File: src/include/l1_defs.svh
`ifndef L1_DEFS_SVH
`define L1_DEFS_SVH

// Cache geometry
`define L1_NUM_WAYS     4
`define L1_NUM_SETS     16
`define L1_LINE_BYTES   32

// Physical address and its fields
`define PADDR_W         16
`define L1_OFFSET_LO    0
`define L1_OFFSET_HI    4
`define L1_SET_LO       5
`define L1_SET_HI       8
`define L1_TAG_LO       9
`define L1_TAG_HI       15

// Lookup pipeline stages
`define MM0             0
`define MM1             1
`define MM2             2
`define MM3             3
`define MM4             4
`define MM5             5
`define NUM_MM_STAGES   6

// Requester tag carried with each request
`define REQ_ID_W        4

`endif

File: src/verilog/mem_pkg.sv
`include "l1_defs.svh"

package mem_pkg;

    // Request kind
    typedef enum logic {
        MEM_LOAD  = 1'b0,
        MEM_STORE = 1'b1
    } t_mem_op;

    // Coherence state of a line
    typedef enum logic [1:0] {
        MESI_I = 2'd0,
        MESI_S = 2'd1,
        MESI_E = 2'd2,
        MESI_M = 2'd3
    } t_mesi;

    typedef logic [`PADDR_W-1:0] t_paddr;

    typedef logic [`L1_TAG_HI-`L1_TAG_LO:0] t_l1_tag;

    // Byte 0 sits in the low bits of the line
    typedef logic [`L1_LINE_BYTES-1:0][7:0] t_cl;

    typedef logic [$clog2(`L1_NUM_WAYS)-1:0] t_l1_way;

    typedef struct packed {
        t_mem_op               op;
        t_paddr                paddr;
        logic [`REQ_ID_W-1:0]  id;
    } t_mem_req;

    // Exactly one of these is set on a valid result
    typedef struct packed {
        logic complete;
        logic recycle;
    } t_mem_action;

    typedef struct packed {
        t_mem_req          req;
        logic              hit;
        t_l1_way           hit_way;
        logic [7:0][7:0]   data;
    } t_mem_result;

endpackage

File: src/verilog/mempipe.sv
`include "l1_defs.svh"

module mempipe (
    input  logic                           clk,
    input  logic                           rst_n,

    // MM0 request from the arbiter
    input  logic                           valid_mm0,
    input  mem_pkg::t_mem_req              req_mm0,

    // Array read issued in MM1
    output logic                           rd_en,
    output logic                           data_rd_en,
    output logic [`L1_SET_HI-`L1_SET_LO:0] set_addr,

    // Array read data in MM2
    input  mem_pkg::t_l1_tag               tag_ways   [`L1_NUM_WAYS],
    input  mem_pkg::t_mesi                 state_ways [`L1_NUM_WAYS],
    input  mem_pkg::t_cl                   data_ways  [`L1_NUM_WAYS],

    // MM5 result
    output logic                           result_valid,
    output mem_pkg::t_mem_result           result,
    output mem_pkg::t_mem_action           action
);

    /*
      MM0  arbitration (outside, in mem_arbiter)
      MM1  address pass-through, array read issued
      MM2  tag compare and MESI check
      MM3  way select
      MM4  rotate to the byte offset
      MM5  result and action
    */

    logic              valid_mmx [`NUM_MM_STAGES];
    mem_pkg::t_mem_req req_mmx   [`NUM_MM_STAGES];

    logic [`L1_NUM_WAYS-1:0] hit_vec_mm2;
    logic [`L1_NUM_WAYS-1:0] hit_vec_mm3;
    logic [`L1_NUM_WAYS-1:0] hit_vec_mm4;
    logic [`L1_NUM_WAYS-1:0] hit_vec_mm5;

    mem_pkg::t_cl      data_set_mm3 [`L1_NUM_WAYS];
    mem_pkg::t_cl      line_mm3;
    mem_pkg::t_cl      line_mm4;
    logic [7:0][7:0]   rot_mm4;
    logic [7:0][7:0]   rot_mm5;
    mem_pkg::t_l1_way  hit_way_mm5;

    assign valid_mmx[`MM0] = valid_mm0;
    assign req_mmx[`MM0]   = req_mm0;

    // Valid and request travel together through every stage
    for (genvar s = `MM1; s <= `MM5; s++) begin : g_stage
        always_ff @(posedge clk or negedge rst_n) begin
            if (!rst_n) begin
                valid_mmx[s] <= 1'b0;
            end else begin
                valid_mmx[s] <= valid_mmx[s-1];
            end
        end

        always_ff @(posedge clk) begin
            req_mmx[s] <= req_mmx[s-1];
        end
    end

    // MM1
    assign rd_en      = valid_mmx[`MM1];
    assign data_rd_en = valid_mmx[`MM1] & (req_mmx[`MM1].op == mem_pkg::MEM_LOAD);
    assign set_addr   = req_mmx[`MM1].paddr[`L1_SET_HI:`L1_SET_LO];

    // MM2, stores need ownership
    for (genvar w = 0; w < `L1_NUM_WAYS; w++) begin : g_hit
        assign hit_vec_mm2[w] =
            valid_mmx[`MM2]
            & (tag_ways[w] == req_mmx[`MM2].paddr[`L1_TAG_HI:`L1_TAG_LO])
            & ((req_mmx[`MM2].op == mem_pkg::MEM_LOAD)
               ? (state_ways[w] inside {mem_pkg::MESI_S, mem_pkg::MESI_E, mem_pkg::MESI_M})
               : (state_ways[w] inside {mem_pkg::MESI_E, mem_pkg::MESI_M}));
    end

    always_ff @(posedge clk) begin
        hit_vec_mm3  <= hit_vec_mm2;
        data_set_mm3 <= data_ways;
        hit_vec_mm4  <= hit_vec_mm3;
        line_mm4     <= line_mm3;
        hit_vec_mm5  <= hit_vec_mm4;
        rot_mm5      <= rot_mm4;
    end

    // MM3 AND-OR way mux
    always_comb begin
        line_mm3 = '0;
        for (int w = 0; w < `L1_NUM_WAYS; w++) begin
            line_mm3 = line_mm3 | (data_set_mm3[w] & {$bits(mem_pkg::t_cl){hit_vec_mm3[w]}});
        end
    end

    // MM4 rotate, the offset wraps inside the line
    always_comb begin
        logic [`L1_OFFSET_HI-`L1_OFFSET_LO:0] o;
        o = req_mmx[`MM4].paddr[`L1_OFFSET_HI:`L1_OFFSET_LO];
        for (int b = 0; b < 8; b++) begin
            rot_mm4[b] = line_mm4[o];
            o = o + 1'b1;
        end
    end

    // MM5
    always_comb begin
        hit_way_mm5 = '0;
        for (int w = 0; w < `L1_NUM_WAYS; w++) begin
            if (hit_vec_mm5[w]) begin
                hit_way_mm5 = mem_pkg::t_l1_way'(w);
            end
        end
    end

    assign result_valid   = valid_mmx[`MM5];
    assign result.req     = req_mmx[`MM5];
    assign result.hit     = |hit_vec_mm5;
    assign result.hit_way = hit_way_mm5;
    assign result.data    = rot_mm5;

    // Misses go back to the requester for retry
    assign action.complete = valid_mmx[`MM5] & (|hit_vec_mm5);
    assign action.recycle  = valid_mmx[`MM5] & ~(|hit_vec_mm5);

    // A line lives in at most one way of its set
    a_hit_onehot: assert property (
        @(posedge clk) disable iff (!rst_n) $onehot0(hit_vec_mm2)
    ) else $error("mempipe: multiple ways hit");

endmodule

File: config.mk
export PLATFORM = sky130hd
export DESIGN_NAME = mempipe
export DESIGN_NICKNAME = d
export VERILOG_FILES = /design/src/verilog/mem_pkg.sv /design/src/verilog/mempipe.sv
export VERILOG_INCLUDE_DIRS = /design/src /design/src/include
export SDC_FILE = /design/constraint.sdc
export NUM_CORES = 2
export LEC_CHECK = 0
export BUFFER_PORTS_ARGS = -buffer_cell sky130_fd_sc_hd__buf_2
export CORE_AREA = 10 10 450 452
export DETAILED_ROUTE_END_ITERATION = 8
export DIE_AREA = 0 0 460 462
export PLACE_DENSITY = 0.54
export SYNTH_ARGS = -nofsm -noshare
export SYNTH_HDL_FRONTEND = slang
export SYNTH_SLANG_ARGS = --single-unit
File: constraint.sdc
create_clock -name clk -period 8.6 [get_ports clk]
set_clock_uncertainty 0.15 [all_clocks]
set_input_delay 0.86 -clock clk [delete_from_list [all_inputs] [get_ports clk]]
set_output_delay 0.86 -clock clk [all_outputs]
set_load 0.005 [all_outputs]
==> flow_results.xml <==
<?xml version="1.0" encoding="UTF-8"?>
<metrics>
  <group name="run_status">
    <metric name="run_status" unit="">complete, no violations</metric>
  </group>
  <group name="logic_synthesis">
    <metric name="synth.distinct_cells" unit="">52</metric>
    <metric name="count_of_flip_flops_with_a_built_in_enable_after_synthesis" unit="">0</metric>
    <metric name="ys_ff_latch" unit="">1466</metric>
    <metric name="ys_seq_area_frac" unit="">0.6253</metric>
    <metric name="ys.flop_type" unit="">sky130_fd_sc_hd__dfxtp_1</metric>
    <metric name="synthesis.area_per_instance" unit="um2">12.48</metric>
    <metric name="yosys_warnings" unit="">0</metric>
    <metric name="postSynth.asyncResetShare" unit="">0.003411</metric>
    <metric name="post_synth_inst_count" unit="">3764</metric>
    <metric name="cell_area_after_synthesis" unit="um2">46970</metric>
    <metric name="mappedNetlistNets" unit="">4852</metric>
  </group>
  <group name="drt">
    <metric name="dr.pass1.iters" unit="">6</metric>
    <metric name="drc_violations" unit="">0</metric>
    <metric name="detailroute.via_count" unit="">40639</metric>
    <metric name="route.final.wire_length" unit="mm">247.1</metric>
    <metric name="detailedRoute.firstIterationViolations" unit="">4190</metric>
    <metric name="viasPerCell" unit="">4.720</metric>
    <metric name="avgRoutedWirePerCell" unit="um">28.70</metric>
    <metric name="final_antenna_net_count" unit="">0</metric>
  </group>
  <group name="sta">
    <metric name="fmax" unit="MHz">164.6</metric>
    <metric name="hold_viol" unit="">0</metric>
    <metric name="setup-violations-final" unit="">0</metric>
    <metric name="max_slew_margin" unit="">0.1691</metric>
    <metric name="period_minus_slack" unit="ns">6.074</metric>
    <metric name="final.setup.worst_slack" unit="ns">2.526</metric>
    <metric name="period_utilization_post_route" unit="">0.7062</metric>
    <metric name="setup_repair_after_global_routing_missed_its_margin" unit="">false</metric>
    <metric name="timing_max_transition_violations_final" unit="">0</metric>
    <metric name="worstMarginPinSlew" unit="ns">1.242</metric>
    <metric name="fin_hold_ws" unit="ns">0.05948</metric>
    <metric name="finalSetupTns" unit="ns">0</metric>
  </group>
  <group name="layout">
    <metric name="seqCellArea" unit="um2">29400</metric>
    <metric name="finish.utilization" unit="">0.3681</metric>
    <metric name="finish.net_count" unit="">6983</metric>
    <metric name="final_design_area_no_fill" unit="um2">71330</metric>
    <metric name="areaGrowthSynthToFinish" unit="%">51.85</metric>
    <metric name="final_layout_size_suffix_gt1_frac" unit="">0.3072</metric>
    <metric name="filler_cell_count" unit="">18273</metric>
    <metric name="layout.cells.non_filler" unit="">8610</metric>
    <metric name="multi_input_comb_area" unit="um2">16430</metric>
  </group>
  <group name="setup_path">
    <metric name="timing.critical_path.arrival" unit="ns">6.58</metric>
    <metric name="critical_path.slowest_cell" unit="">sky130_fd_sc_hd__dfxtp_4</metric>
    <metric name="cp_cell_sequence" unit="">clkinv_1, ha_4, buf_4, nand2_1, nor3b_1, nand2_1, mux2i_4, xor2_4, xor2_1, nor2_1, o32ai_1, a21oi_1</metric>
    <metric name="critPathMostFrequentCell" unit="">sky130_fd_sc_hd__nand2_1</metric>
    <metric name="path_delay_family" unit="">XOR/XNOR gates</metric>
    <metric name="highest_cell_delay_on_the_worst_timing_path" unit="ns">0.83</metric>
    <metric name="critical_path.n_buffers_inverters" unit="">2</metric>
    <metric name="timing.critical_path.to_type" unit="">flop</metric>
    <metric name="worstPathMaxFanout" unit="">79</metric>
    <metric name="critical_path_required" unit="ns">9.10</metric>
    <metric name="setup.worst_path.start_class" unit="">flop</metric>
    <metric name="timing.setup.critical_path_class" unit="">reg -&gt; reg</metric>
  </group>
  <group name="grt">
    <metric name="grt_max_degree" unit="">144</metric>
    <metric name="grt_util_all_layers" unit="">0.2222</metric>
    <metric name="first_global_vias" unit="">42555</metric>
    <metric name="initial_antenna_violation_count" unit="">66</metric>
    <metric name="overflow" unit="">0</metric>
    <metric name="grt_pass1_wl" unit="mm">333.4</metric>
  </group>
  <group name="place">
    <metric name="placement.io_buffers" unit="">1180</metric>
    <metric name="place_hpwl" unit="mm">185.0</metric>
    <metric name="place_inst" unit="">7245</metric>
    <metric name="gp_congestion" unit="">0.9516</metric>
    <metric name="preCtsSetupSlack" unit="ns">2.583</metric>
    <metric name="post_detailed_placement_cell_area" unit="um2">55280</metric>
  </group>
  <group name="die">
    <metric name="design.die.area" unit="um2">212500</metric>
    <metric name="die_height" unit="um">462</metric>
    <metric name="initial_utilization" unit="">0.2424</metric>
    <metric name="core-area" unit="um2">193800</metric>
    <metric name="floorplan.die.width" unit="um">460</metric>
    <metric name="fp-row-count" unit="">162</metric>
    <metric name="design.portCount" unit="">1181</metric>
  </group>
  <group name="clocking">
    <metric name="cts_htree_levels" unit="">4</metric>
    <metric name="clock_insertion_delay_at_the_later_pin_of_the_skew_report" unit="ns">0.83</metric>
    <metric name="cts_tree" unit="">yes</metric>
    <metric name="post_cts_resize_count" unit="">0</metric>
    <metric name="cts-root-buf" unit="">sky130_fd_sc_hd__clkbuf_16</metric>
    <metric name="number_of_setup_buffers_added_after_cts" unit="">0</metric>
    <metric name="clock-sinks" unit="">1466</metric>
    <metric name="clockBufferDepth" unit="">3</metric>
    <metric name="clkSlewWorstSetupHoldPaths" unit="ns">0.06</metric>
    <metric name="postCtsHoldBufs" unit="">1027</metric>
    <metric name="cts_buffer_count" unit="">163</metric>
  </group>
  <group name="power">
    <metric name="largest_vdd_supply_drop" unit="V">0.0001910</metric>
    <metric name="power_density" unit="nW/um2">234.1</metric>
    <metric name="leakagePower" unit="nW">30.73</metric>
    <metric name="total_power" unit="mW">16.70</metric>
  </group>
  <group name="run">
    <metric name="cap_violations" unit="">0</metric>
  </group>
  <group name="min_path">
    <metric name="min_path_type" unit="">in -&gt; reg</metric>
  </group>
</metrics>
==> where the power goes <==
group          total [mW]  switching, mW  leakage (nW)  internal, mW
Combinational        1.99           1.04          15.7         0.950
Sequential           7.41          0.232          12.3          7.18
Clock                7.29           3.05          2.77          4.24
Total                16.7           4.33          30.7          12.4
==> layout by cell type (no fill, tap or decap), drive strengths merged, types with 21 or more instances in the layout <==
cell         Yosys  routed
o21ai          202     202
mux2           106     106
mux4           218     218
inv             10      26
dfxtp         1461    1461
clkbuf         177     223
nor2           104     104
a22oi          514     514
diode            0      43
a21oi          107     107
mux2i          122     122
buf            104    1220
clkinv           1      37
o211ai          21      21
xor2            38      38
dlygate4sd3      0    1027
nand2          469     469
==> registers in the layout, indices dropped and copies added, names as in the netlist <==
signal and cells:
data_set_mm3 1024, hit_vec_mm3 4, hit_vec_mm4 4, hit_vec_mm5 4
line_mm4 256, rd_en 1, req_mmx 80, result 85
result_valid 1, set_addr 4, valid_mmx 3
==> Yosys cell counts, types with 47 or more instances <==
| library cell | count | area (um2) |
|---|---|---|
| sky130_fd_sc_hd__dfxtp_1 | 1461 | 29250 |
| sky130_fd_sc_hd__a22oi_1 | 514 | 3859 |
| sky130_fd_sc_hd__nand2_1 | 469 | 1760 |
| sky130_fd_sc_hd__mux4_2 | 217 | 4887 |
| sky130_fd_sc_hd__o21ai_0 | 199 | 996.0 |
| sky130_fd_sc_hd__clkbuf_1 | 177 | 664.4 |
| sky130_fd_sc_hd__mux2i_1 | 121 | 1211 |
| sky130_fd_sc_hd__a21oi_1 | 107 | 535.5 |
| sky130_fd_sc_hd__mux2_2 | 106 | 1194 |
| sky130_fd_sc_hd__nor2_1 | 104 | 390.4 |
| sky130_fd_sc_hd__buf_1 | 47 | 176.4 |
==> metal layers <==
| metal | track usage | up-vias | share of wire |
|---|---|---|---|
| met4 | 0.1059 | 10 | 0.053 |
| met2 | 0.3529 | 2435 | 0.45 |
| met1 | 0.2806 | 19729 | 0.41 |
| met5 | 0 | - | 0.00028 |
| met3 | 0.05828 | 550 | 0.084 |
| li1 | - | 17915 | - |
==> final cells by class <==
class,count,area share
clock buffers,223,0.06573
diodes,43,0.001509
multi-input cells,2006,0.2303
inverters,11,0.0006139
repair buffers,2247,0.2315
flip-flops and latches,1466,0.4121
well taps,2542,0.04459
clock inverters,72,0.01361
==> logic make-up (layout without fill, tap and decap cells) <==
group | Yosys count | count (layout) | synth area share
compound gates | 876 | 876 | 0.1243
other cells | 0 | 43 | 0
fa+ha+maj | 4 | 4 | 0.001066
xor+xnor | 55 | 55 | 0.01412
mux | 446 | 446 | 0.1563
flops | 1466 | 1466 | 0.6253
simple gates | 625 | 625 | 0.05215
buf+inv | 292 | 2553 | 0.02672
==> worst paths after layout <==
path	slack (ns)	cells past startpoint	from	to
max reg2reg	2.53	12	req_mmx[26]	result[54]
max	2.53	12	req_mmx[26]	result[54]
max in group asynchronous	7.91	2	rst_n	result_valid
min reg2reg	0.17	0	req_mmx[31]	result[77]
min in group asynchronous	0.27	2	rst_n	valid_mmx[3]
min	0.06	1	data_ways[474]	data_set_mm3[474]
No activity file was read; power rests on OpenSTA's default activity.
